**config.mk**
```make
export PLATFORM = sky130hd
export DESIGN_NAME = regfile
export DESIGN_NICKNAME = d
export VERILOG_FILES = /design/src/rtl/regfile.sv
export SDC_FILE = /design/constraint.sdc
export NUM_CORES = 1
export LEC_CHECK = 0
export ABC_AREA = 1
export BUFFER_PORTS_ARGS = -buffer_cell sky130_fd_sc_hd__buf_2
export CAP_MARGIN = 20
export CORE_MARGIN = 1.5
export CORE_UTILIZATION = 62
export DETAILED_ROUTE_END_ITERATION = 10
export PLACE_DENSITY_LB_ADDON = 0.12
export RECOVER_POWER = 50
export SYNTH_ARGS = -nofsm -noshare
export SYNTH_HDL_FRONTEND = slang
export SYNTH_SLANG_ARGS = --single-unit
```
**constraint.sdc**
```tcl
create_clock -name clk -period 2.3 [get_ports clk]
set_input_delay 0.345 -clock clk [delete_from_list [all_inputs] [get_ports clk]]
set_output_delay 0.345 -clock clk [all_outputs]
set_load 0.05 [all_outputs]
```
**src/rtl/regfile.sv**
```systemverilog
`default_nettype none

// Register array with combinational reads and one write port
module regfile #(
    parameter int  NREGS  = 32,
    parameter int  NREAD  = 2,
    parameter type DATA_T = logic,
    localparam int AW     = $clog2(NREGS)
) (
    input  wire logic                       clk,
    input  wire logic                       rstn,
    input  wire logic                       we_i,
    input  wire logic [AW-1:0]              waddr_i,
    input  wire DATA_T                      wdata_i,
    input  wire logic [NREAD-1:0][AW-1:0]   raddr_i,
    output DATA_T     [NREAD-1:0]           rdata_o
);

    DATA_T mem [NREGS];

    always_ff @(posedge clk) begin
        if (!rstn) begin
            for (int i = 0; i < NREGS; i++) begin
                mem[i] <= '0;
            end
        end else if (we_i) begin
            mem[waddr_i] <= wdata_i;
        end
    end

    // Reads return the value before this cycle's write
    always_comb begin
        for (int i = 0; i < NREAD; i++) begin
            rdata_o[i] = mem[raddr_i[i]];
        end
    end

endmodule

`default_nettype wire

```
== Word level (Yosys, flattened, before mapping) ==
Memory sizes are Yosys's and may differ from the RTL's.
Cells that the tools add are included.
Operators by class
  reduce and logical (&&, ||, !) cells: 1
  mux-type cells: 7
Operators by type and width (count)
  $mux 1: 6
  $mux 5: 1
  $reduce_or 1->1: 1
Word-level totals
  output and inout bits: 2
  register bits: 0
  input bits: 19
  memory bits (writable): 32
  memories kept: 1
  word-level logic and storage cells: 9
Memories
  mem: depth 32, width 1, rd ports 2, clocked after Yosys merged registers in 0, wr ports 32, line 19  | DATA_T mem [NREGS];

== Logic depth before layout (Yosys ltp) ==
  depth in word-level cells: 5
  depth in mapped cells: 11
  depth with buffers taken out: 9

== Worst setup path after synthesis ==
No wires, ideal clock.
  path kind: input port to output port
  from: in raddr_i[0] (netlist bit)
  to: out rdata_o[0] (netlist bit)
  setup slack: 0.549 ns
  path buffers: 2
  cell stages on the path: 11
  arrival: 1.406 ns
  cells stage by stage: buf_4 inv_2 buf_4 nand2_1 nand3_1 nand3_1 nand2_1 nand2_1 nand2_1 nand2_1 nand2_1
RTL lines
  from (decl): line 15  | input wire logic [NREAD-1:0][AW-1:0] raddr_i,
  to (decl): line 16  | output DATA_T [NREAD-1:0] rdata_o

==> flow_summary.toml <==
[clock_network]
cts_resized = 0
ctsHtreeMaxLevel = 2
ctsHoldBuffers = 0
clk_pin_slew_ns = 0.10
clock-root-buffer = "clkbuf_4"
clock_sinks = 32
numCtsBuffers = 5
tritoncts = "done"
ctsLongestPathBuffers = 2
post_cts.repair.setup_buffers = 0
clk_latency_ns = 0.34

[power_and_ir_drop]
vdd_ir_drop_max_mv = 0.394
p_total_uw = 1060
leakagePower_uw = 0.000789
power-per-cell-area_nw_per_um2 = 526

[detailed_routing]
vias = 2128
ant_nets = 0
drtIter0Drc = 203
avgRoutedWirePerCell_um = 13.9
drcViolationCount = 0
vias_per_cell = 5.94
first_pass_iters = 5
wl_um = 4990

[global_route]
antenna_found_initial = 0
grt-ovfl-total = 0
grt_pass1_vias = 1755
grt_max_degree = 33
grt_pass1_wl_um = 8110
grt_use_total_pct = 31.0

[placement]
post-dp-hpwl_um = 3580
port_buffers = 20
place_congestion = 0.938

[final_layout]
drive_gt1_share_pct = 9.85
largest_reg_flops = 32
seq_area_um2 = 641
area_delta_synth_final_pct = 4.88
registers.top_by_ff_count = "mem"
nFillCells = 283
antenna_cells = 0
top_regs = "mem x32"
nets = 343
multi_input_area_um2 = 1100

[worst_setup_path]
critPathMaxFanout = 17
ff2ff_path_depth = 2
crit_type = "input port to output port"
reg2reg_from = "mem[7]"
rrSetupSlack_ns = 1.62
r2r-end = "mem[7]"
startpoint_type = "input port"
critPathRequiredTime_ns = 1.96
cp.arrival_ns = 1.57
cp-end-kind = "output port"

[timing]
clock-skew-final_ns = 0
final-max-slew-violation-count = 0
worst_pin_slew_ns = 1.08
rsz0062_at_grt = "false"
slew_headroom_pct = 27.6
fin_crit_ns = 1.91
setup_violations = 0
hold_viol_final = 0
final.setup.tns_ns = 0
fin_crit_sh_pct = 83.1
fmax_ghz = 0.523
hold-worst-slack_ns = 0.399

[synth]
syn_area_per_cell_um2 = 6.21
yosysUniqueCellTypes = 16
ys_ff_latch = 32
syn-num-nets = 329
synth_top_area_share_pct = 33.3
yosysTopAreaCell = "dfxtp_1"
synthTopCellsByArea = "dfxtp_1 (33%), nand2_1 (24%), nand3_1 (21%)"
syn-instance-count = 310
synth-warning-count = 0
yosysSeqAreaShare_pct = 33.3
syn-cell-area_um2 = 1920

[worst_hold_path]
hp-start = "waddr_i[2]"
min_to = "mem[27]"
hp-class = "input port to flip-flop"
whs_path_depth = 4

[die]
ios = 21
die_w_um = 58.7
start_util_pct = 64.1
die_h_um = 58.7
design.core.area_um2 = 3000
dieArea_um2 = 3450
row_count = 20

[run_status]
status = "completed"

[run]
cap_viol_max_count = 0
layout make-up:
cell class              count  share of cell area (%)
multi-input cells         247                    54.4
flip-flops and latches     32                    31.7
repair buffers             22                    5.52
inverters                  16                    2.98
clock buffers               6                    2.54
well taps                  33                    2.05
clock inverters             2                   0.744
worst max path at each step:
stage / slack (ns) / endpoint / cells past startpoint / start
final: 0.39 / rdata_o[1] / 11 / raddr_i[5]
after global routing: 0.22 / rdata_o[1] / 11 / raddr_i[5]
after CTS: 0.39 / rdata_o[1] / 11 / raddr_i[5]
after detailed placement: 0.39 / rdata_o[1] / 11 / raddr_i[5]
after global placement: 0.39 / rdata_o[1] / 11 / raddr_i[5]
after floorplan: 0.55 / rdata_o[0] / 11 / raddr_i[0]
logic make-up after synthesis:
kind of cell / synth area share (%)
AOI/OAI and AO/OA: 8.32
DFF: 33.3
buffers and inverters: 7.48
and+or+nand+nor: 50.9
metrics by stage:
step | util [%] | instance area [µm²] | instances | setup slack, ns
2_1_floorplan | - | 1920 | 310 | 0.549
3_3_place_gp | 66.5 | 2000 | 350 | 0.394
3_5_place_dp | 66.5 | 2000 | 350 | 0.393
4_1_cts | 68.7 | 2060 | 358 | 0.393
5_1_grt | 67.2 | 2020 | 358 | 0.218
6_report | 67.2 | 2020 | 358 | 0.388
layer usage:
metal / up-vias / track usage, % / wire length (µm)
met5: - / 0 / 0
met4: 0 / 8.77 / 86
met3: 13 / 5.27 / 464
met2: 109 / 47.2 / 2240
met1: 946 / 45.5 / 2190
li1: 1060 / - / -
critical path: stages:
cell	delay (ns)
buf_2	0.21
inv_2	0.25
nand2_1	0.08
nand3_1	0.09
nand3_1	0.09
nand2_1	0.06
nand2_1	0.05
nand2_1	0.05
nand2_1	0.04
nand2_1	0.05
buf_2	0.25
synthesized netlist by cell type (all sizes together):
cell and instances:
buf 12, nand3 80, inv 16, o21ai 32, nand2 123, nor3 12, clkbuf 3, dfxtp 32
power breakdown:
part / internal [µW] / switching (µW) / leakage, µW / total, µW
Combinational: 42.6 / 110 / 0.000500 / 152
Clock: 148 / 199 / 0.0000305 / 347
Sequential: 558 / 4.34 / 0.000258 / 562
Total: 749 / 313 / 0.000789 / 1060
cell usage in the layout (no fill, tap or decap):
| master | n |
|---|---|
| nand2_1 | 123 |
| nand3_1 | 80 |
| dfxtp_1 | 32 |
| o21ai_1 | 20 |
| buf_2 | 17 |
| inv_1 | 13 |
| o21ai_0 | 12 |
| nor3_1 | 10 |
| clkbuf_4 | 5 |
| inv_2 | 3 |
| clkbuf_1 | 3 |
| clkinvlp_4 | 2 |
| buf_4 | 2 |
| nor3_4 | 1 |
| nor3_2 | 1 |
| clkbuf_8 | 1 |
Note: power is estimated with default switching activity, not from simulation.
