===== config.mk =====
export PLATFORM = sky130hd
export DESIGN_NAME = operand_read
export DESIGN_NICKNAME = d
export VERILOG_FILES = /design/src/rtl/iew_pkg.sv /design/src/rtl/operand_read.sv
export SDC_FILE = /design/constraint.sdc
export NUM_CORES = 1
export LEC_CHECK = 0
export ABC_AREA = 1
export BUFFER_PORTS_ARGS = -buffer_cell sky130_fd_sc_hd__clkbuf_2
export CAP_MARGIN = 25
export CORE_AREA = 2 2 140 142
export DETAILED_ROUTE_END_ITERATION = 8
export DIE_AREA = 0 0 142 144
export MAX_ROUTING_LAYER = met4
export PLACE_DENSITY = 0.5
export SETUP_SLACK_MARGIN = 0.3
export SLEW_MARGIN = 10
export SYNTH_ARGS = -nofsm -noshare
export SYNTH_HDL_FRONTEND = slang
export SYNTH_SLANG_ARGS = --single-unit

===== constraint.sdc =====
create_clock -name vclk -period 3
set_clock_uncertainty 0.2 [all_clocks]
set_input_delay 0.3 -clock vclk [all_inputs]
set_output_delay 0.3 -clock vclk [all_outputs]
set_load 0.02 [all_outputs]

===== src/rtl/iew_pkg.sv =====
`default_nettype none

package iew_pkg;

    localparam int XLEN              = 32;
    localparam int NR_AREGS          = 32;
    localparam int NR_PREGS          = 64;
    localparam int ROB_DEPTH_DEFAULT = 8;

    typedef logic [XLEN-1:0]                      xlen_t;
    typedef logic [$clog2(NR_AREGS)-1:0]          areg_id_t;
    typedef logic [$clog2(NR_PREGS)-1:0]          preg_id_t;
    // Also used as the instruction sequence number
    typedef logic [$clog2(ROB_DEPTH_DEFAULT)-1:0] rob_id_t;

    typedef enum logic [3:0] {
        OP_ADD   = 4'd0,
        OP_SUB   = 4'd1,
        OP_AND   = 4'd2,
        OP_OR    = 4'd3,
        OP_XOR   = 4'd4,
        OP_SLL   = 4'd5,
        OP_SRL   = 4'd6,
        OP_SRA   = 4'd7,
        OP_SLT   = 4'd8,
        OP_SLTU  = 4'd9,
        OP_LUI   = 4'd10,
        OP_AUIPC = 4'd11
    } fu_op_t;

    // Handed over by rename
    typedef struct packed {
        xlen_t    pc;
        areg_id_t rs1;
        logic     rs1_valid;
        areg_id_t rs2;
        logic     rs2_valid;
        preg_id_t prs1;
        logic     prs1_renamed;
        preg_id_t prs2;
        logic     prs2_renamed;
        logic     use_uimm;
        xlen_t    imm;
        fu_op_t   op;
        areg_id_t rd;
        logic     rd_valid;
        preg_id_t prd;
    } dispatch_t;

    typedef struct packed {
        xlen_t    pc;
        rob_id_t  id;
        preg_id_t prd;
        xlen_t    rs1val;
        xlen_t    rs2val;
        xlen_t    imm;
        fu_op_t   op;
    } fu_input_t;

    typedef struct packed {
        preg_id_t prd;
        xlen_t    rdval;
    } fu_output_t;

    typedef struct packed {
        logic     valid;
        logic     completed;
        xlen_t    pc;
        preg_id_t prd;
        areg_id_t ard;
        logic     needprf2arf;
    } rob_entry_t;

endpackage

`default_nettype wire


===== src/rtl/operand_read.sv =====
`default_nettype none

module operand_read
    import iew_pkg::*;
(
    input  wire dispatch_t       dispatch_i,
    // PRF and scoreboard share the read addresses
    output preg_id_t [1:0]       prf_raddr_o,
    input  wire xlen_t [1:0]     prf_rdata_i,
    input  wire logic [1:0]      sb_rdata_i,
    output areg_id_t [1:0]       arf_raddr_o,
    input  wire xlen_t [1:0]     arf_rdata_i,
    input  wire fu_output_t      bypass_i,
    input  wire logic            bypass_valid_i,
    output xlen_t                rs1val_o,
    output xlen_t                rs2val_o,
    output logic                 operands_ready_o
);

    logic  [1:0] renamed;
    logic  [1:0] bp_hit;
    xlen_t [1:0] src_val;
    logic  [1:0] src_rdy;
    logic        rs1_rdy;
    logic        rs2_rdy;

    assign prf_raddr_o[0] = dispatch_i.prs1;
    assign prf_raddr_o[1] = dispatch_i.prs2;
    assign arf_raddr_o[0] = dispatch_i.rs1;
    assign arf_raddr_o[1] = dispatch_i.rs2;

    assign renamed[0] = dispatch_i.prs1_renamed;
    assign renamed[1] = dispatch_i.prs2_renamed;

    // Source value lookup with same-cycle bypass
    always_comb begin
        for (int i = 0; i < 2; i++) begin
            bp_hit[i] = bypass_valid_i && (bypass_i.prd == prf_raddr_o[i]);
            if (!renamed[i]) begin
                // Committed value is always available
                src_val[i] = arf_rdata_i[i];
                src_rdy[i] = 1'b1;
            end else if (bp_hit[i]) begin
                src_val[i] = bypass_i.rdval;
                src_rdy[i] = 1'b1;
            end else begin
                src_val[i] = prf_rdata_i[i];
                src_rdy[i] = sb_rdata_i[i];
            end
        end
    end

    // rs1 selection
    always_comb begin
        if (dispatch_i.op == OP_AUIPC) begin
            rs1val_o = dispatch_i.pc;
            rs1_rdy  = 1'b1;
        end else if (dispatch_i.use_uimm) begin
            // CSR immediate forms carry the uimm in the rs1 field
            rs1val_o = XLEN'(dispatch_i.rs1);
            rs1_rdy  = 1'b1;
        end else if (!dispatch_i.rs1_valid) begin
            rs1val_o = '0;
            rs1_rdy  = 1'b1;
        end else begin
            rs1val_o = src_val[0];
            rs1_rdy  = src_rdy[0];
        end
    end

    // rs2 takes the immediate when there is no second source
    always_comb begin
        if (!dispatch_i.rs2_valid) begin
            rs2val_o = dispatch_i.imm;
            rs2_rdy  = 1'b1;
        end else begin
            rs2val_o = src_val[1];
            rs2_rdy  = src_rdy[1];
        end
    end

    assign operands_ready_o = rs1_rdy && rs2_rdy;

endmodule

`default_nettype wire


After elaboration in Yosys (flattened, before gate mapping)
Cells that the tools add are included.
W data, S select, Z words.
{"block": "totals", "mem_count": 0, "output_inout_bits": 87, "ramBits": 0, "regBits": 0, "input_bits": 276, "latch_bits": 0, "mem_bits_ro": 0, "elab_cells": 22}
{"block": "classes", "bitwise": 0, "magnitude_cmp": 0, "n_shift": 0, "muxes": 16, "mul": 0, "addsub": 0, "div_mod_pow": 0, "eq_ne": 3, "reduce_logical": 3}
{"cell": "$mux W32", "count": 8}
{"cell": "$eq A6 B6 Y1", "count": 2}
{"cell": "$mux W1", "count": 8}
{"cell": "$eq A4 B4 Y1 const B", "count": 1}
{"cell": "$logic_and A1 B1 Y1", "count": 3}

Depth between registers and ports, before layout
{"block": "logic_depth", "depth_word": 8, "mapped_depth": 13, "mapped_depth_nobuf": 12}

Worst setup path after synthesis
No wires, ideal clock.
{"block": "synth_path", "path_type": "input to output", "startpoint": "in dispatch_i[12] (netlist name)", "endpoint": "out rs1val_o[11]", "setup_slack_ns": 1.118, "path_buffers": 1, "arrival_ns": 1.382, "required_time_ns": 2.500, "path_stages": 8, "path_cell_list": "inv_1 nor2_1 nand3_1 nand3_1 inv_2 buf_1 nand2_1 nand2_1"}
{"block": "synth_between", "elab_chain_cells": 2}
{"element": "start, declared", "line": "operand_read.sv:6", "rtl": "input wire dispatch_t dispatch_i,"}
{"element": "$eq A4 B4 Y1", "line": "operand_read.sv:55", "rtl": "if (dispatch_i.op == OP_AUIPC) begin"}
{"element": "$mux W32", "line": "operand_read.sv:55"}
{"element": "end, declared", "line": "operand_read.sv:15", "rtl": "output xlen_t rs1val_o,"}
No other way between the ends.

Worst setup path in the final report
{"block": "layout_path", "startpoint": "in dispatch_i[62] (netlist name)", "endpoint": "out rs1val_o[8]"}
{"block": "layout_between", "elab_chain_cells": 7}
{"element": "$eq A6 B6 Y1", "line": "operand_read.sv:38", "rtl": "bp_hit[i] = bypass_valid_i && (bypass_i.prd == prf_raddr_o[i]);"}
{"element": "$logic_and A1 B1 Y1", "line": "operand_read.sv:38"}
{"element": "$mux W32", "line": "operand_read.sv:43", "rtl": "end else if (bp_hit[i]) begin"}
{"element": "$mux W32", "line": "operand_read.sv:39", "rtl": "if (!renamed[i]) begin"}
{"element": "$mux W32", "line": "operand_read.sv:62", "rtl": "end else if (!dispatch_i.rs1_valid) begin"}
{"element": "$mux W32", "line": "operand_read.sv:58", "rtl": "end else if (dispatch_i.use_uimm) begin"}
{"element": "$mux W32", "line": "operand_read.sv:55"}
No other way between the ends.

==> impl_metrics.tcl <==
set metrics [dict create \
    status "finished clean" \
    required_ns 2.50 \
    first_pass_iters 4 \
    layout_setup_ws_ns 0.6742 \
    fin_setup_tns_ns 0 \
    drive_above_1_share_pct 36.16 \
    period_minus_slack_ns 2.326 \
    crit_top_cell "nand2_1" \
    antenna_cells 0 \
    grt_max_degree 49 \
    grt_antenna_before_repair 0 \
    wl_per_cell_um 13.31 \
    leakage_uw 0.003294 \
    total_power_uw 683.3 \
    worst_pin_slew_ns 0.5972 \
    critical_path.max_fanout 32 \
    rsz0062_at_grt "no" \
    dieArea_mm2 0.02045 \
    top_usage_layer "met2" \
    dpl-instance-area_mm2 0.004756 \
    drc 0 \
    fp.dieW_um 142 \
    power.density_mw_per_mm2 143.7 \
    hold_buffers 0 \
    yosysWarnings 0 \
    fillers 2302 \
    slew_headroom_pct 60.19 \
    hold_violations 0 \
    synth_cell_types 20 \
    nFlopsAndLatches 0 \
    syn_to_final_growth_pct 57.07 \
    ant_nets 0 \
    critPathBufInv 4 \
    overflow 0 \
    synth_most_common_cell "nand2_1" \
    initial_core_util_pct 15.87 \
    wl_um 16530 \
    crit_family "simple AND/OR/NAND/NOR gates" \
    dp_cells 1242 \
    drt_iter0_drc 260 \
    hold_path.class "input pin to output pin" \
    post-place-ws_ns 0.6354 \
    netlist_area_mm2 0.003028 \
    clock_buffers 0 \
    synth_area_leaders "nand2_1, nand3_1, nor2_1, inv_1, buf_4" \
    fp.dieH_um 144 \
    grt_pass1_wl_um 23490 \
    grt_pass1_vias 4258 \
    synth_fp_nets 990 \
    min_period_over_period_pct 77.53 \
    drv_cap 0 \
    met2_usage_pct 23.72 \
    cts_resized 0 \
    synth.avg_cell_area_um2 4.241 \
    yosys.area.top_type "nand2_1" \
    seq_area_um2 0 \
    synth_common_cells "nand2_1, nand3_1, nor2_1, inv_1, buf_4" \
    layoutNonFillerInstCount 1242 \
    ys_seq_area_share_pct 0 \
    arrival_ns 1.83 \
    post-route-cell-area_mm2 0.004756 \
    irDropWorstVdd_mv 0.05628 \
    nNetsFinal 1282 \
    vias 4989 \
    port_buffers 341 \
    cp_cell_sequence "clkbuf_2 -> inv_1 -> nand2_1 -> nand2_1 -> nand3_1 -> nor2_4 -> buf_4 -> nand2_1 -> nand3_1 -> nand2_1 -> nand2_1 -> nand2_1 -> clkbuf_2" \
    grtUsageTotal_pct 15.02 \
    multi_input_area_mm2 0.002355 \
    io_pins 363 \
    setup_viol 0 \
    fmax_ghz 0.4300 \
    worstSetupPathType "input pin to output pin" \
    vias_per_cell 4.017 \
    startpoint_type "input pin" \
    slowest_delay_ns 0.33 \
    coreArea_mm2 0.01908 \
    dp_hpwl_um 13910 \
    syn_inst 714 \
    use_met3_pct 0.5629 \
    report.final.slew_viol_count 0 \
    gp_congestion 0.9011 \
    core.rowCount 51 \
    post_cts_buffers 0 \
    synth_top_area_share_pct 45.00 \
    met1_usage_pct 22.20 \
    crit_slowest_cell "buf_4" \
    end_kind "output pin" \
]
## layer usage
layer | wire [µm] | share of wire (%) | vias to the layer above
li1 | - | - | 2719
met1 | 8032 | 49 | 2080
met2 | 7669 | 46 | 182
met3 | 702 | 4.2 | 8
met4 | 126 | 0.76 | 0
met5 | 0 | 0 | -
## layout by cell type (no fill, tap or decap)
master / instances
nand2_1: 363
clkbuf_2: 341
nand3_1: 101
nor2_1: 83
inv_1: 71
a21oi_1: 9
inv_2: 8
o21ai_1: 8
buf_4: 8
o21ai_0: 2
nor3_4: 2
buf_12: 2
nor2_4: 1
o211a_1: 1
o211ai_1: 1
o22ai_1: 1
nand2_2: 1
nor4_1: 1
## where the power goes
part	switching, µW	leakage (µW)	internal [µW]
clock network	0	0	0
registers	0	0	0
logic	407	0.00329	276
## worst paths after layout
| check | startpoint | to | slack [ns] | cells past startpoint |
|---|---|---|---|---|
| hold / removal | dispatch_i[64] | arf_raddr_o[5] | 0.40 | 0 |
| setup / recovery | dispatch_i[62] | rs1val_o[8] | 0.67 | 13 |
## stage by stage
| step | hold slack [ns] | utilization, % |
|---|---|---|
| 2_1_floorplan | 0.5126 | - |
| 3_3_place_gp | 0.4001 | 24.93 |
| 3_5_place_dp | 0.4001 | 24.93 |
| 4_1_cts | 0.4001 | 24.93 |
| 5_1_grt | 0.4000 | 24.93 |
| 6_report | 0.4000 | 24.93 |
## logic make-up (layout without fill, tap and decap cells)
| logic type | after synthesis | after routing | share of synthesized area, % |
|---|---|---|---|
| and+or+nand+nor | 552 | 552 | 73.84 |
| buffers and inverters | 140 | 430 | 22.23 |
| AOI/OAI and AO/OA | 22 | 22 | 3.926 |
## final cells by class
class | count | area share, %
inverter | 79 | 6.235
multi-input combinational | 574 | 49.51
tap | 238 | 6.262
timing repair buffer | 351 | 37.99
(Power assumes the default switching activity.)
