`config.mk`:
```
export PLATFORM = sky130hd
export DESIGN_NAME = rob
export DESIGN_NICKNAME = d
export VERILOG_FILES = /design/src/rtl/iew_pkg.sv /design/src/rtl/rob.sv
export SDC_FILE = /design/constraint.sdc
export NUM_CORES = 1
export LEC_CHECK = 0
export BUFFER_PORTS_ARGS = -buffer_cell sky130_fd_sc_hd__buf_2
export CAP_MARGIN = 25
export CORE_ASPECT_RATIO = 0.9
export CORE_UTILIZATION = 54
export DETAILED_ROUTE_END_ITERATION = 10
export GPL_ROUTABILITY_DRIVEN = 0
export PLACE_DENSITY = 0.75
export SYNTH_ARGS = -nofsm -noshare
export SYNTH_HDL_FRONTEND = slang
export SYNTH_SLANG_ARGS = --single-unit
```
`constraint.sdc`:
```
create_clock -name clk -period 6.3 [get_ports clk]
set_clock_uncertainty 0.2 [all_clocks]
set_input_delay 0.945 -clock clk [delete_from_list [all_inputs] [get_ports clk]]
set_output_delay 0.945 -clock clk [all_outputs]
set_load 0.005 [all_outputs]
```
`src/rtl/iew_pkg.sv`:
```
`default_nettype none

package iew_pkg;

    localparam int XLEN              = 32;
    localparam int NR_AREGS          = 32;
    localparam int NR_PREGS          = 64;
    localparam int ROB_DEPTH_DEFAULT = 8;

    typedef logic [XLEN-1:0]                      xlen_t;
    typedef logic [$clog2(NR_AREGS)-1:0]          areg_id_t;
    typedef logic [$clog2(NR_PREGS)-1:0]          preg_id_t;
    // Also used as the instruction sequence number
    typedef logic [$clog2(ROB_DEPTH_DEFAULT)-1:0] rob_id_t;

    typedef enum logic [3:0] {
        OP_ADD   = 4'd0,
        OP_SUB   = 4'd1,
        OP_AND   = 4'd2,
        OP_OR    = 4'd3,
        OP_XOR   = 4'd4,
        OP_SLL   = 4'd5,
        OP_SRL   = 4'd6,
        OP_SRA   = 4'd7,
        OP_SLT   = 4'd8,
        OP_SLTU  = 4'd9,
        OP_LUI   = 4'd10,
        OP_AUIPC = 4'd11
    } fu_op_t;

    // Handed over by rename
    typedef struct packed {
        xlen_t    pc;
        areg_id_t rs1;
        logic     rs1_valid;
        areg_id_t rs2;
        logic     rs2_valid;
        preg_id_t prs1;
        logic     prs1_renamed;
        preg_id_t prs2;
        logic     prs2_renamed;
        logic     use_uimm;
        xlen_t    imm;
        fu_op_t   op;
        areg_id_t rd;
        logic     rd_valid;
        preg_id_t prd;
    } dispatch_t;

    typedef struct packed {
        xlen_t    pc;
        rob_id_t  id;
        preg_id_t prd;
        xlen_t    rs1val;
        xlen_t    rs2val;
        xlen_t    imm;
        fu_op_t   op;
    } fu_input_t;

    typedef struct packed {
        preg_id_t prd;
        xlen_t    rdval;
    } fu_output_t;

    typedef struct packed {
        logic     valid;
        logic     completed;
        xlen_t    pc;
        preg_id_t prd;
        areg_id_t ard;
        logic     needprf2arf;
    } rob_entry_t;

endpackage

`default_nettype wire

```
`src/rtl/rob.sv`:
```
`default_nettype none

module rob
    import iew_pkg::*;
#(
    parameter int DEPTH = ROB_DEPTH_DEFAULT
) (
    input  wire logic       clk,
    input  wire logic       rstn,
    input  wire logic       push_i,
    input  wire rob_entry_t push_entry_i,
    output rob_id_t         tail_id_o,
    output logic            not_full_o,
    input  wire logic       cmpl_valid_i,
    input  wire rob_id_t    cmpl_id_i,
    input  wire logic       pop_i,
    output rob_entry_t      head_o
);

    rob_entry_t       entries [DEPTH];
    logic [DEPTH-1:0] allocated;
    logic [DEPTH-1:0] done;
    rob_id_t          issue_ptr;
    rob_id_t          retire_ptr;
    rob_id_t          issue_ptr_nxt;
    rob_id_t          retire_ptr_nxt;

    // Pointers wrap at DEPTH
    assign issue_ptr_nxt  = (issue_ptr == rob_id_t'(DEPTH - 1)) ? '0 : issue_ptr + rob_id_t'(1);
    assign retire_ptr_nxt = (retire_ptr == rob_id_t'(DEPTH - 1)) ? '0 : retire_ptr + rob_id_t'(1);

    assign tail_id_o  = issue_ptr;
    assign not_full_o = !allocated[issue_ptr];

    // Control state
    always_ff @(posedge clk) begin
        if (!rstn) begin
            issue_ptr  <= '0;
            retire_ptr <= '0;
            allocated  <= '0;
            done       <= '0;
        end else begin
            if (cmpl_valid_i) begin
                done[cmpl_id_i] <= 1'b1;
            end
            if (push_i) begin
                allocated[issue_ptr] <= 1'b1;
                done[issue_ptr]      <= 1'b0;
                issue_ptr            <= issue_ptr_nxt;
            end
            if (pop_i) begin
                allocated[retire_ptr] <= 1'b0;
                retire_ptr            <= retire_ptr_nxt;
            end
        end
    end

    // Entry payload
    always_ff @(posedge clk) begin
        if (push_i) begin
            entries[issue_ptr] <= push_entry_i;
        end
    end

    always_comb begin
        head_o           = entries[retire_ptr];
        head_o.valid     = allocated[retire_ptr];
        head_o.completed = done[retire_ptr];
    end

endmodule

`default_nettype wire

```
Word-level counts from Yosys, hierarchy flattened
Memory sizes are Yosys's and may differ from the RTL's. A register that Yosys moved wholly into a read port is not among the register bits.
Index checks and enable logic that the tools add are counted.
{"block": "classes", "add_sub_neg": 2, "order_cmp": 6, "n_eq_ne": 2, "n_mux": 24, "n_bitwise": 6, "n_reduce_logical": 4}
{"cell": "8-bit 2-to-1 mux", "n": 6}
{"cell": "8-bit bitwise AND", "n": 2}
{"cell": "8-bit inverter", "n": 2}
{"cell": "8-bit bitwise OR", "n": 2}
{"cell": "3-bit by 4-bit less-than comparator with 1-bit output (second input constant)", "n": 3}
{"cell": "3-bit 2-to-1 mux", "n": 4}
{"cell": "1-bit binary-select mux with 3-bit select", "n": 3}
{"cell": "1-bit demux with 3-bit select", "n": 3}
{"cell": "3-bit by 1-bit greater-or-equal comparator with 1-bit output (second input constant)", "n": 3}
{"cell": "1-bit 2-to-1 mux", "n": 8}
{"cell": "3-bit by 1-bit adder with 3-bit output (second input constant)", "n": 2}
{"cell": "3-bit equality test (second input constant)", "n": 2}
{"cell": "1-bit logical AND", "n": 3}
{"cell": "1-bit zero test", "n": 1}
{"block": "word_totals", "ff_bits": 22, "mem_bits_rw": 368, "input_bits": 54, "word_cells": 49, "mem_count": 1}
{"name": "entries", "depth": 8, "word_bits": 46, "rd": 1, "rd_ports_with_merged_regs": 1, "write_ports": 1, "line_no": "rob.sv:20", "rtl": "rob_entry_t entries [DEPTH];"}

Logic depth before layout (Yosys ltp)
{"block": "depth", "depth_word": 9, "mapped_depth": 5, "ltp_nobuf": 4}

Least setup slack after synthesis
No wires, ideal clock.
{"block": "synth_path", "path_type": "input -> register", "startpoint": "input push_i", "endpoint": "register allocated[0]", "t_arrival_ps": 6312, "t_required_ps": 6021, "path_slack_ps": -290, "path_stages": 2, "path_buffers": 0, "cell_sequence": "nor4b_1 o221a_2"}
{"block": "synth_via", "elab_chain_len": 4}
{"item": "start, declared", "line_no": "rob.sv:10", "rtl": "input wire logic push_i,"}
{"item": "8-bit 2-to-1 mux (*)", "line_no": "rob.sv:46", "rtl": "if (push_i) begin"}
{"item": "8-bit 2-to-1 mux (*)", "line_no": "rob.sv:37", "rtl": "if (!rstn) begin"}
{"item": "8-bit bitwise AND (no source line)"}
{"item": "8-bit 2-to-1 mux (*)", "line_no": "rob.sv:51", "rtl": "if (pop_i) begin"}
{"item": "end signal, assigned", "line_no": "rob.sv:40", "rtl": "allocated <= '0;"}
{"item": "end signal, assigned by index", "line_no": "rob.sv:47", "rtl": "allocated[issue_ptr] <= 1'b1;"}
{"item": "end signal, assigned by index", "line_no": "rob.sv:52", "rtl": "allocated[retire_ptr] <= 1'b0;"}
{"item": "end, declared", "line_no": "rob.sv:21", "rtl": "logic [DEPTH-1:0] allocated;"}
Every way passes the cells marked *; elsewhere a longest branch is shown, timed or not. The select of a mux whose other input is x is not followed.
A chain may end at the register's enable or synchronous reset.

==> flow_summary.toml <==
[final_layout]
num-nets-final = 791
finish.utilization = 0.6260
syn_to_final_growth_pct = 13.37
instances_no_fill = 1109
drive_above_1_share = 0.4216

[synth]
synth_fp_nets = 674
synth_top_area_cell = "edfxtp_1"
synth.avg_cell_area_um2 = 23.49
syn_inst = 616
synthTopCellsByArea = "edfxtp_1, mux4_2, dfxtp_1"
synth.distinct_cells = 31
ys_seq_area_frac = 0.7651
yosys.area.top_type_share = 0.7305
synth.ff_latch_count = 377
netlist_area_um2 = 14470
ys_warn_count = 0

[floorplanning]
die_width_um = 174.5
initial_core_util = 0.5521
die_h_um = 157.3
core-area_um2 = 26210
rows = 56
die_area_um2 = 27450
io_pins = 104

[routing]
first_pass_iters = 5
routedWlPerCell_um = 24.19
drc = 0
finalWirelength_um = 26820
drt_iter0_drc = 368
ant_nets = 0
vias_per_cell = 5.867
vias = 6507

[setup_path]
r2r_start = "tail_id_o[0]"
critPathKind = "reg2out"
crit_arrival_ns = 2.95
r2r_cells = 2
cp_max_fo = 33
r2r_end = "entries[7][24]"
crit_path_start_kind = "flip-flop"
endpoint_kind = "primary output"
r2r_slack_ns = 3.79
cp_data_required_time_ns = 5.15

[clock_tree]
post-cts-setup-buffer-count = 0
cts_tree = "done"
ctsHtreeMaxLevel = 2
hold_buffers = 0
cts_resized = 0
clock_latency_ns = 0.50
cts.sinks = 377
clock_path_buffers = 3
numCtsBuffers = 37
clk_pin_slew_worst_paths_ns = 0.06
cts_root_buf = "clkbuf_16"

[hold_path]
hold_start = "done[5]"
holdPathStages = 2
whs_endpoint = "done[5]"
hold_class = "reg2reg"

[placed_design]
portBuffers = 101
placed_cells = 1042
post-dp-hpwl_um = 14560

[global_route]
overflow = 0
grt_use_total = 0.2031
grt_pass1_wl_um = 40900
grt_pass1_vias = 7003
antenna_found_initial = 1
grt_max_degree = 59

[sta]
worstMarginPinSlew_ns = 1.004
min_period_ns = 4.093
hold_viol = 0
clock.fmax_ghz = 0.2443
slew-limit-headroom = 0.3307
setup_viol = 0
setup_tns_ns = 0
maxSlewViolCount = 0
period_share = 0.6497
grt_setup_unrepaired = "false"
hold_slack_ns = 0.2671

[power_and_ir_drop]
powerDensity_nw_per_um2 = 309.8
peakVddDrop_v = 0.0002356
p_leak_nw = 5.277

[run_status]
outcome = "finished clean"

[flow_run]
cap_violations = 0
[worst max path at each step]
stage                     depth (start not counted)  slack, ns           end      start
after floorplan                                   2       2.05  allocated[0]     push_i
after global placement                            4       2.67     head_o[1]  flip-flop
after detailed placement                          4       2.64    head_o[28]  flip-flop
after CTS                                         4       2.07     head_o[1]  flip-flop
after global routing                              4       1.97    head_o[28]  flip-flop
final                                             4       2.21    head_o[28]  flip-flop
[power breakdown]
group          internal [mW]  total (mW)  switching [mW]
logic                  0.160       0.303           0.142
registers               2.79        2.82          0.0326
clock network           1.10        1.96           0.857
[state kept, by name, summed over array words and instances, names as in the netlist, named ones only]
name	cells
allocated	8
done	8
entries	352
retire_ptr	3
tail_id_o	3
[per-stage QoR]
stage / cell area, µm² / total power, mW / setup slack, ns
after floorplan: 14480 / 3.057 / 2.048
after global placement: 15330 / 3.168 / 2.673
after detailed placement: 15330 / 3.185 / 2.635
after CTS: 16400 / 5.132 / 2.074
after global routing: 16400 / 5.252 / 1.968
final: 16400 / 5.081 / 2.207
[kinds of logic (layout without fill, tap and decap cells)]
family	after synthesis	count (layout)	synth area share
mux	144	144	0.1875
simple gates	31	31	0.01712
other cells	0	2	0
compound gates	19	19	0.01150
flops	377	377	0.7651
fa+ha+maj	4	4	0.003459
buf+inv	41	184	0.01531
[layout make-up]
type	instances	area [µm²]
repair buffers	111	580.6
diodes	2	5.005
fillers	1799	9802
clock inverters	15	80.08
well taps	348	435.4
multi-input cells	198	3208
clock buffers	50	984.7
flip-flops and latches	377	11080
inverters	8	30.03
[cell usage after synthesis]
cell	instances
buf_6	1
mux2_4	10
o221a_2	8
nand3b_1	1
a21oi_1	3
nand2_1	2
buf_2	9
mux2i_1	4
mux4_2	94
inv_1	8
mux2_2	36
and4_1	1
nor4b_1	1
edfxtp_1	352
nand2b_1	6
buf_12	3
clkbuf_1	18
a211oi_1	7
and4b_1	3
or4b_2	1
nand4b_1	3
nor2_1	3
nand4bb_1	3
buf_1	2
and4bb_2	3
a41oi_1	1
nor3_1	1
or2_2	1
ha_1	4
dfxtp_1	25
or3b_2	2
[placed cells by master (no fill, tap or decap), drive strengths merged, types with 6 or more instances in the layout]
master / count
a211oi: 7
dfxtp: 25
mux2: 46
edfxtp: 352
clkbuf: 50
clkinv: 11
nand2b: 6
mux4: 94
inv: 11
o221a: 8
buf: 111
[layer usage]
metal,vias up,wire length [µm],track usage
met5,-,17,0
met4,2,395,0.05466
met3,37,1425,0.03937
met1,3421,11030,0.2646
met2,178,13950,0.3534
li1,2869,-,-
[critical path: stages (launching register included)]
cell and delay, ns:
dfxtp_4 0.78, buf_4 0.63, mux4_2 0.59, mux2_4 0.28
buf_2 0.14
Note: power is estimated with default switching activity, not from simulation.
