--- src/rtl/iew_pkg.sv ---
`default_nettype none

package iew_pkg;

    localparam int XLEN              = 32;
    localparam int NR_AREGS          = 32;
    localparam int NR_PREGS          = 64;
    localparam int ROB_DEPTH_DEFAULT = 8;

    typedef logic [XLEN-1:0]                      xlen_t;
    typedef logic [$clog2(NR_AREGS)-1:0]          areg_id_t;
    typedef logic [$clog2(NR_PREGS)-1:0]          preg_id_t;
    // Also used as the instruction sequence number
    typedef logic [$clog2(ROB_DEPTH_DEFAULT)-1:0] rob_id_t;

    typedef enum logic [3:0] {
        OP_ADD   = 4'd0,
        OP_SUB   = 4'd1,
        OP_AND   = 4'd2,
        OP_OR    = 4'd3,
        OP_XOR   = 4'd4,
        OP_SLL   = 4'd5,
        OP_SRL   = 4'd6,
        OP_SRA   = 4'd7,
        OP_SLT   = 4'd8,
        OP_SLTU  = 4'd9,
        OP_LUI   = 4'd10,
        OP_AUIPC = 4'd11
    } fu_op_t;

    // Handed over by rename
    typedef struct packed {
        xlen_t    pc;
        areg_id_t rs1;
        logic     rs1_valid;
        areg_id_t rs2;
        logic     rs2_valid;
        preg_id_t prs1;
        logic     prs1_renamed;
        preg_id_t prs2;
        logic     prs2_renamed;
        logic     use_uimm;
        xlen_t    imm;
        fu_op_t   op;
        areg_id_t rd;
        logic     rd_valid;
        preg_id_t prd;
    } dispatch_t;

    typedef struct packed {
        xlen_t    pc;
        rob_id_t  id;
        preg_id_t prd;
        xlen_t    rs1val;
        xlen_t    rs2val;
        xlen_t    imm;
        fu_op_t   op;
    } fu_input_t;

    typedef struct packed {
        preg_id_t prd;
        xlen_t    rdval;
    } fu_output_t;

    typedef struct packed {
        logic     valid;
        logic     completed;
        xlen_t    pc;
        preg_id_t prd;
        areg_id_t ard;
        logic     needprf2arf;
    } rob_entry_t;

endpackage

`default_nettype wire

--- src/rtl/retire_commit.sv ---
`default_nettype none

module retire_commit
    import iew_pkg::*;
(
    input  wire logic       clk,
    input  wire logic       rstn,
    input  wire rob_entry_t head_i,
    output logic            pop_o,
    output preg_id_t        prf_raddr_o,
    input  wire xlen_t      prf_rdata_i,
    output rob_entry_t      retire_o,
    output xlen_t           retire_val_o,
    output logic            arf_we_o,
    output areg_id_t        arf_waddr_o,
    output xlen_t           arf_wdata_o
);

    logic       ret_valid_q;
    rob_entry_t ret_entry_q;
    xlen_t      ret_val_q;

    assign pop_o       = head_i.valid && head_i.completed;
    assign prf_raddr_o = head_i.prd;

    always_ff @(posedge clk) begin
        if (!rstn) begin
            ret_valid_q <= 1'b0;
        end else begin
            ret_valid_q <= pop_o;
        end
    end

    // Head entry and its result are held one cycle behind the pop
    always_ff @(posedge clk) begin
        ret_entry_q <= head_i;
        ret_val_q   <= prf_rdata_i;
    end

    always_comb begin
        retire_o       = ret_entry_q;
        retire_o.valid = ret_valid_q;
    end
    assign retire_val_o = ret_val_q;

    // Architectural update at commit
    assign arf_we_o    = ret_valid_q && ret_entry_q.needprf2arf;
    assign arf_waddr_o = ret_entry_q.ard;
    assign arf_wdata_o = ret_val_q;

endmodule

`default_nettype wire

--- config.mk ---
export PLATFORM = sky130hd
export DESIGN_NAME = retire_commit
export DESIGN_NICKNAME = d
export VERILOG_FILES = /design/src/rtl/iew_pkg.sv /design/src/rtl/retire_commit.sv
export SDC_FILE = /design/constraint.sdc
export NUM_CORES = 1
export LEC_CHECK = 0
export BUFFER_PORTS_ARGS = -buffer_cell sky130_fd_sc_hd__buf_2
export CORE_AREA = 2 2 80 82
export DETAILED_ROUTE_END_ITERATION = 6
export DIE_AREA = 0 0 82 84
export GPL_TIMING_DRIVEN = 0
export HOLD_SLACK_MARGIN = 0.12
export MAX_ROUTING_LAYER = met4
export PLACE_DENSITY = 0.74
export SLEW_MARGIN = 30
export SYNTH_ARGS = -nofsm -noshare
export SYNTH_HDL_FRONTEND = slang
export SYNTH_SLANG_ARGS = --single-unit
--- constraint.sdc ---
create_clock -name clk -period 1.2 [get_ports clk]
set_input_delay 0.18 -clock clk [delete_from_list [all_inputs] [get_ports clk]]
set_output_delay 0.18 -clock clk [all_outputs]
set_load 0.005 [all_outputs]
# Yosys cells after proc, flatten, opt, wreduce, memory -nomap -nowiden

Cells that the tools add are included.

Register bits: 78
Bits of input ports: 80
Output and inout bits: 123
Word-level logic and storage cells: 9

Reduce and logical (&&, ||, !) cells: 2

Operators by type and width:

| kind                | count |
|---|---|
| $logic_and A1 B1 Y1 | 2 |

# Longest topological paths before layout

Gate-level depths: netlist (run 1).

Depth in word-level cells: 1
Gate-level depth with buffers: 1

# Worst setup path before layout (run 1)

Ideal clock, no wire load.

Kind: flip-flop to output port
From: register ret_entry_q (netlist bit retire_o[0])
To: output arf_we_o
Data arrival time: 443 ps
Data required time: 1,020 ps
Path slack: 577 ps
Cell stages (with the launch flop): 2
Cells stage by stage: dfxtp_1 -> and2_1

Word-level cells in the longest chain between the ends: 1

Ends and longest elaborated chain:

| item                   | RTL line            | text |
|---|---|---|
| start, declared        | retire_commit.sv:20 | `rob_entry_t ret_entry_q;` |
| start signal, assigned | retire_commit.sv:36 | `ret_entry_q <= head_i;` |
| $logic_and A1 B1 Y1    | retire_commit.sv:47 | `assign arf_we_o = ret_valid_q && ret_entry_q.needprf2arf;` |
| end, declared          | retire_commit.sv:14 | `output logic arf_we_o,` |

No other way between the ends.

# Worst setup path in the final report (run 1)

From: register ret_entry_q (netlist bit arf_waddr_o[0])
To: output retire_o[1] (netlist name)

RTL lines:

| item          | RTL line            | text |
|---|---|---|
| end, declared | retire_commit.sv:12 | `output rob_entry_t retire_o,` |

No word-level cell between the ends.

==> flow_metrics.tcl, run 1 <==
set metrics [dict create \
    rsz0062_at_grt "no" \
    cts_tree "yes" \
    numClockSinks 78 \
    io_pins 203 \
    setup_viol 0 \
    drtIter0Drc 30 \
    status "complete, no violations" \
    synth_nets 205 \
    place.gp.congestion 0.753 \
    cts_setup_buffers 0 \
    cpMaxStageDelayCell "dfxtp_1" \
    portBuffers 202 \
    ir_drop_mv 1.07 \
    synth_top_area_share_pct 81.7 \
    p_sw_share_pct 20.3 \
    power.share.clock_pct 39.9 \
    yosys-top-cells-count "dfxtp_1 (78), buf_4 (44), and2_1 (2)" \
    wirelength_mm 6.26 \
    ant_nets 0 \
    yosysSeqAreaShare_pct 81.7 \
    antennaDiodeCount 0 \
    vias_per_cell 3.77 \
    critical_path.top_delay_family "flip-flops" \
    avgRoutedWirePerCell_um 12.5 \
    power_uw 5770 \
    synth_warnings 0 \
    p_leak_uw 0.00212 \
    cts.path.max_buffers 2 \
    fmaxAchievable_ghz 0.916 \
    grt_max_degree 14 \
    synth_top_flop_cell "dfxtp_1" \
    holdPathStages 2 \
    ys_async_sr_fraction_pct 0 \
    grt_usage_pct 18.6 \
    grt_pass1_vias 1958 \
    required_ns 1.02 \
    synth_edf_count 0 \
    slew_violations 0 \
    nNetsFinal 497 \
    cap_violations 0 \
    power.internal_uw 4600 \
    slowest_delay_ns 0.33 \
    min_period_ns 1.09 \
    cp_num_cells 2 \
    path_clk_slew_ns 0.08 \
    drc 0 \
    drtPass1Iterations 4 \
    cts-root-buf "clkbuf_8" \
    yosys.cell_types.count 4 \
    critPathMaxFanout 2 \
    synth.cell_area_um2 1910 \
    worstMarginPinSlew_ns 0.105 \
    antenna_found_initial 0 \
    grt_pass1_wl_mm 9.07 \
    slew_headroom_pct 93.0 \
    yosys.area.top_type "dfxtp_1" \
    crit_start "arf_waddr_o[0]" \
    path_buf_inv 2 \
    p_comb_share_pct 11.9 \
    p_per_area_nw_per_um2 1430 \
    drive_above_1_share_pct 61.6 \
    area_growth_pct 112 \
    worst-setup-path-type "flip-flop to primary output" \
    start_util_pct 31.3 \
    p_seq_share_pct 48.2 \
    die_h_um 84 \
    crit_arrival_ns 0.91 \
    critical_path.cell_chain "buf_4 -> buf_2" \
    grt_overflow 0 \
    finalHoldViolations 0 \
    synthTopCellsByArea "dfxtp_1 (82%), buf_4 (17%), and2_1 (0.65%), and3_1 (0.33%)" \
    critical_path.endpoint "retire_o[1]" \
    via_count 1883 \
    hpwlAfterDp_mm 3.96 \
    end_kind "primary output" \
    hp-class "input port to flip-flop" \
    synth_cells 125 \
    num_rows 29 \
    ys_seq_elements 78 \
    critPathLaunchType "flip-flop" \
    die_x_um 82 \
    htreeDepth 3 \
    p_sw_uw 1170 \
    cts_buffers 9 \
    fin_tns_setup_ns 0 \
    post-synth-top-count-cell "dfxtp_1" \
    core_um2 6100 \
    syn_avg_cell_area_um2 15.3 \
    min_period_over_period_pct 91.0 \
    die-area_um2 6890 \
]
[layout by cell type, fill, tap and decap left out, drive strengths merged]
cell type	n
clkinvlp	1
buf	246
dfxtp	78
and3	1
dlygate4sd3	79
clkbuf	11
inv	1
bufinv	3
and2	2
[worst min path at each step]
stage | from | to | slack [ns]
2_1_floorplan | head_i[1] | arf_waddr_o[0] | 0.21
3_3_place_gp | head_i[41] | retire_o[41] | 0.28
3_5_place_dp | head_i[27] | retire_o[27] | 0.28
4_1_cts | head_i[21] | retire_o[21] | 0.45
5_1_grt | head_i[35] | retire_o[35] | 0.45
6_report | head_i[43] | retire_o[43] | 0.47
[stage by stage]
| step | setup slack [ns] | hold slack, ns | utilization [%] | area (um2) | std cells |
|---|---|---|---|---|---|
| floorplan | 0.577 | 0.208 | - | 1910 | 125 |
| global placement | 0.475 | 0.282 | 49.5 | 3020 | 404 |
| detailed placement | 0.473 | 0.284 | 49.5 | 3020 | 404 |
| CTS | 0.0951 | 0.448 | 66.4 | 4050 | 499 |
| global route | 0.0526 | 0.451 | 66.4 | 4050 | 499 |
| finish | 0.109 | 0.472 | 66.4 | 4050 | 499 |
[power groups by stage]
stage	Combinational, uW	Sequential (uW)	Clock (uW)
global route	743	2790	2490
finish	685	2780	2300
CTS	677	2780	2360
global placement	464	2830	0
floorplan	120	2860	0
detailed placement	475	2840	0
[flip-flops by register name (all words and copies together), names as in the netlist]
name	flops
arf_waddr_o	5
arf_wdata_o	32
ret_valid_q	1
retire_o	40
[cells by family (layout without fill, tap and decap cells)]
group,count (synthesis),count (layout),synth area share [%]
buffers and inverters,44,341,17.3
flip-flops,78,78,81.7
AND/OR/NAND/NOR,3,3,0.982
[metal layers]
layer | wire length (um) | share of wire [%] | up-vias | global-route usage [%]
met2 | 3520 | 56 | 112 | 35.3
met1 | 2090 | 33 | 834 | 15.8
met3 | 484 | 7.7 | 16 | 5.74
met4 | 159 | 2.5 | 0 | 8.48
li1 | - | - | 921 | -
met5 | 0 | 0 | - | -
[repair_timing]
action | 4_1_cts | 5_1_grt
resized for setup | 0 | 0
hold buffers | 79 | 0
hold endpoints to repair | 78 | 0
[cell type report]
| type | count | area, um2 |
|---|---|---|
| Buffer | 44 | 330 |
| Clock buffer | 11 | 131 |
| Clock inverter | 5 | 106 |
| Fill cell | 479 | 2050 |
| Multi-Input combinational cell | 3 | 18.8 |
| Sequential cell | 78 | 1560 |
| Tap cell | 77 | 96.3 |
| Timing Repair Buffer | 281 | 1800 |
(Power assumes the default switching activity.)
==> run 2: changes to the inputs <==
Settings changed: CORE_AREA 2 2 80 82 to 2 2 79 81, DIE_AREA 0 0 82 84 to 0 0 81 83, PLACE_DENSITY 0.74 to 0.76.
==> flow_metrics.tcl, run 2 (synthesis results as in run 1) <==
set metrics [dict create \
    rsz0062_at_grt "no" \
    finalHoldViolations 0 \
    fmaxAchievable_ghz 0.908 \
    holdPathStages 2 \
    cap_violations 0 \
    worst-setup-path-type "flip-flop to primary output" \
    fin_tns_setup_ns 0 \
    portBuffers 202 \
    drc 0 \
    slowest_delay_ns 0.37 \
    antenna_found_initial 0 \
    hp-class "input port to flip-flop" \
    die_x_um 81 \
    grt_overflow 0 \
    required_ns 1.02 \
    grt_pass1_wl_mm 9.98 \
    setup_viol 0 \
    nNetsFinal 497 \
    path_buf_inv 2 \
    grt_pass1_vias 2076 \
    status "complete, no violations" \
    critPathMaxFanout 2 \
    cpMaxStageDelayCell "dfxtp_1" \
    slew_headroom_pct 91.8 \
    min_period_ns 1.10 \
    hpwlAfterDp_mm 4.05 \
    grt_usage_pct 20.9 \
    setup_ws_ns 0.0986 \
    p_per_area_nw_per_um2 1350 \
    critPathLaunchType "flip-flop" \
    drtPass1Iterations 4 \
    core_um2 5820 \
    die-area_um2 6720 \
    wirelength_mm 6.81 \
    io_pins 203 \
    ir_drop_mv 0.884 \
    cts_tree "yes" \
    end_kind "primary output" \
    htreeDepth 3 \
    grt_max_degree 13 \
    post-place-ws_ns 0.444 \
    critical_path.top_delay_family "flip-flops" \
    drive_above_1_share_pct 61.6 \
    slew_violations 0 \
    largest_reg_flops 40 \
    antennaDiodeCount 0 \
    min_period_over_period_pct 91.8 \
    numClockSinks 78 \
    avgRoutedWirePerCell_um 13.7 \
    crit_arrival_ns 0.92 \
    worstMarginPinSlew_ns 0.122 \
    p_leak_uw 0.00211 \
    cts.path.max_buffers 2 \
    cts_buffers 9 \
    num_rows 28 \
    area_growth_pct 110 \
    drtIter0Drc 21 \
    place.gp.congestion 0.739 \
    path_clk_slew_ns 0.08 \
    ant_nets 0 \
    fillCellCount 425 \
    final_common_cell "buf_2" \
    die_h_um 83 \
    vias_per_cell 3.89 \
    via_count 1932 \
    cts-root-buf "clkbuf_8" \
    final_cell_mix "buf_2 (202), dlygate4sd3_1 (79), dfxtp_1 (78)" \
    cp_num_cells 2 \
    start_util_pct 32.9 \
    critical_path.cell_chain "buf_4 -> buf_2" \
]
==> run 2: cell count changes in the layout (fill, tap and decap cells not counted), sizes merged <==
cell | previous run | this run
bufinv | 3 | 1
clkbuf | 11 | 13
clkinv | 0 | 1
inv | 1 | 0
==> run 2: per-layer routing <==
layer	GRT usage (%)	wire length (um)	vias to the layer above
met5	-	0	-
met4	10.8	150	0
met3	7.17	736	14
met2	38.3	3680	134
met1	18.1	2240	861
li1	-	-	923
==> run 2: final cells by class <==
type | instances | area [um2] | area share (%)
Timing Repair Buffer | 281 | 1800 | 45.0
Sequential cell | 78 | 1560 | 39.0
Buffer | 44 | 330 | 8.24
Clock buffer | 13 | 159 | 3.97
Tap cell | 75 | 93.8 | 2.34
Clock inverter | 3 | 42.5 | 1.06
Multi-Input combinational cell | 3 | 18.8 | 0.468
==> run 2: per-stage QoR <==
stage	power, uW	cell area [um2]	hold slack [ns]	utilization (%)	std cells
floorplan	2970	1910	0.208	-	125
global placement	3300	3020	0.283	51.9	402
detailed placement	3320	3020	0.284	51.9	402
CTS	5460	4010	0.448	68.9	497
global route	5660	4010	0.450	68.9	497
finish	5420	4010	0.475	68.9	497
==> run 2: path summary, 6_finish.rpt <==
path,startpoint,to,slack (ns)
setup / recovery,arf_wdata_o[13],retire_val_o[13],0.1
hold / removal,head_i[17],retire_o[17],0.48
==> run 2: what timing repair did <==
action                                 CTS  global route
buffers inserted                         0             0
hold buffers                            79             0
resized for setup                        0             0
endpoints found under the hold margin   78             0
==> run 2: power by group <==
part | internal (uW) | leakage (uW) | switching [uW] | total (uW)
logic | 482 | 0.00135 | 217 | 698
clock network | 1070 | 0.0000996 | 868 | 1940
registers | 2730 | 0.000658 | 53.5 | 2780
total | 4280 | 0.00211 | 1140 | 5420
==> run 3: changes to the inputs <==
Settings changed: CELL_PAD_IN_SITES_DETAIL_PLACEMENT from default to 1, CELL_PAD_IN_SITES_GLOBAL_PLACEMENT from default to 2, CORE_AREA 2 2 79 81 to default, CORE_MARGIN from default to 1.5, CORE_UTILIZATION from default to 19, DIE_AREA 0 0 81 83 to default, PLACE_DENSITY 0.76 to default, PLACE_DENSITY_LB_ADDON from default to 0.1.
==> flow_metrics.tcl, run 3 (synthesis results as in run 1) <==
set metrics [dict create \
    setup_viol 0 \
    status "complete, no violations" \
    die-area_um2 10700 \
    slew_headroom_pct 93.0 \
    drtPass1Iterations 3 \
    final_cell_mix "buf_2 (202), dlygate4sd3_1 (79), dfxtp_1 (78)" \
    cts.path.max_buffers 2 \
    nNetsFinal 497 \
    min_period_ns 1.09 \
    vias_per_cell 3.33 \
    hp-class "input port to flip-flop" \
    fmaxAchievable_ghz 0.921 \
    hpwlAfterDp_mm 4.50 \
    largest_reg_flops 40 \
    wirelength_mm 6.28 \
    finalHoldViolations 0 \
    numClockSinks 78 \
    worstMarginPinSlew_ns 0.104 \
    cts_resized 0 \
    via_count 1846 \
    final_common_cell "buf_2" \
    grt_max_degree 13 \
    crit_arrival_ns 0.91 \
    drtIter0Drc 10 \
    grt_pass1_wl_mm 8.80 \
    grt_pass1_vias 1811 \
    worst-setup-path-type "flip-flop to primary output" \
    core_um2 9770 \
    rsz0062_at_grt "no" \
    area_growth_pct 112 \
    cts_tree "yes" \
    start_util_pct 19.5 \
    ir_drop_mv 0.487 \
    critical_path.endpoint "arf_we_o" \
    crit_start "ret_valid_q" \
    cts-root-buf "clkbuf_8" \
    place.gp.congestion 0.669 \
    grt_overflow 0 \
    critPathMaxFanout 2 \
    p_leak_uw 0.00210 \
    io_pins 203 \
    portBuffers 202 \
    cts_setup_buffers 0 \
    fin_tns_setup_ns 0 \
    critPathLaunchType "flip-flop" \
    die_h_um 103 \
    drc 0 \
    p_per_area_nw_per_um2 1310 \
    fillCellCount 1170 \
    end_kind "primary output" \
    antennaDiodeCount 0 \
    slew_violations 0 \
    num_rows 36 \
    fin_util_pct 41.5 \
    avgRoutedWirePerCell_um 11.3 \
    grt_usage_pct 11.7 \
    ant_nets 0 \
    cts_buffers 9 \
    cap_violations 0 \
    min_period_over_period_pct 90.4 \
    path_clk_slew_ns 0.08 \
    die_x_um 103 \
    htreeDepth 3 \
    antenna_found_initial 0 \
    required_ns 1.02 \
    drive_above_1_share_pct 61.5 \
]
run 3: changes by cell type in the layout (fill, tap and decap cells not counted):
| cell | before | now |
|---|---|---|
| clkinvlp_4 | 1 | 0 |
| clkinv_4 | 0 | 1 |
| clkinv_2 | 1 | 2 |
| clkbuf_8 | 11 | 9 |
run 3: how the worst min path moves through the flow:
stage | slack [ns] | depth (start not counted) | startpoint | end
6_report | 0.47 | 2 | head_i[19] | retire_o[19]
5_1_grt | 0.45 | 2 | head_i[35] | retire_o[35]
4_1_cts | 0.45 | 2 | head_i[2] | arf_waddr_o[1]
3_5_place_dp | 0.28 | 1 | prf_rdata_i[28] | arf_wdata_o[28]
3_3_place_gp | 0.28 | 1 | head_i[5] | arf_waddr_o[4]
2_1_floorplan | 0.21 | 0 | head_i[1] | arf_waddr_o[0]
run 3: critical path: stages, from the launching register on:
cell and delay (ns):
dfxtp_1 0.31, and2_1 0.14, buf_2 0.12
run 3: layout make-up:
cell class | instances | area [um2] | share of cell area (%)
buffer | 44 | 330 | 8.14
clock buffer | 11 | 131 | 3.24
tap | 133 | 166 | 4.10
timing repair buffer | 281 | 1800 | 44.4
clock inverter | 4 | 48.8 | 1.20
sequential | 78 | 1560 | 38.5
multi-input combinational | 3 | 18.8 | 0.462
run 3: report_power, final:
part	total, uW	internal [uW]	leakage (uW)	switching (uW)
clock network	1850	949	0.0000931	903
registers	2770	2730	0.000658	44.3
logic	682	481	0.00135	202
run 3: metal layers:
| metal | global-route usage [%] | up-vias | part of all wire (%) |
|---|---|---|---|
| li1 | - | 920 | - |
| met4 | 6.44 | 0 | 2.3 |
| met5 | - | - | 0 |
| met1 | 11.7 | 816 | 35 |
| met2 | 20.5 | 96 | 55 |
| met3 | 3.36 | 14 | 7.3 |
run 3: metrics by stage:
| step | cell area [um2] | worst slack, ns | hold WS (ns) | std cells | total power, uW |
|---|---|---|---|---|---|
| finish | 4060 | 0.115 | 0.471 | 554 | 5310 |
| global route | 4060 | 0.0599 | 0.448 | 554 | 5630 |
| CTS | 4060 | 0.0829 | 0.445 | 554 | 5420 |
| detailed placement | 3090 | 0.464 | 0.284 | 460 | 3320 |
| global placement | 3090 | 0.465 | 0.282 | 460 | 3310 |
| floorplan | 1910 | 0.577 | 0.208 | 125 | 2970 |
run 3: repair_timing:
action / 4_1_cts / 5_1_grt
hold endpoints to repair: 78 / 0
hold buffers: 79 / 0
endpoints found under the setup margin: 0 / 0
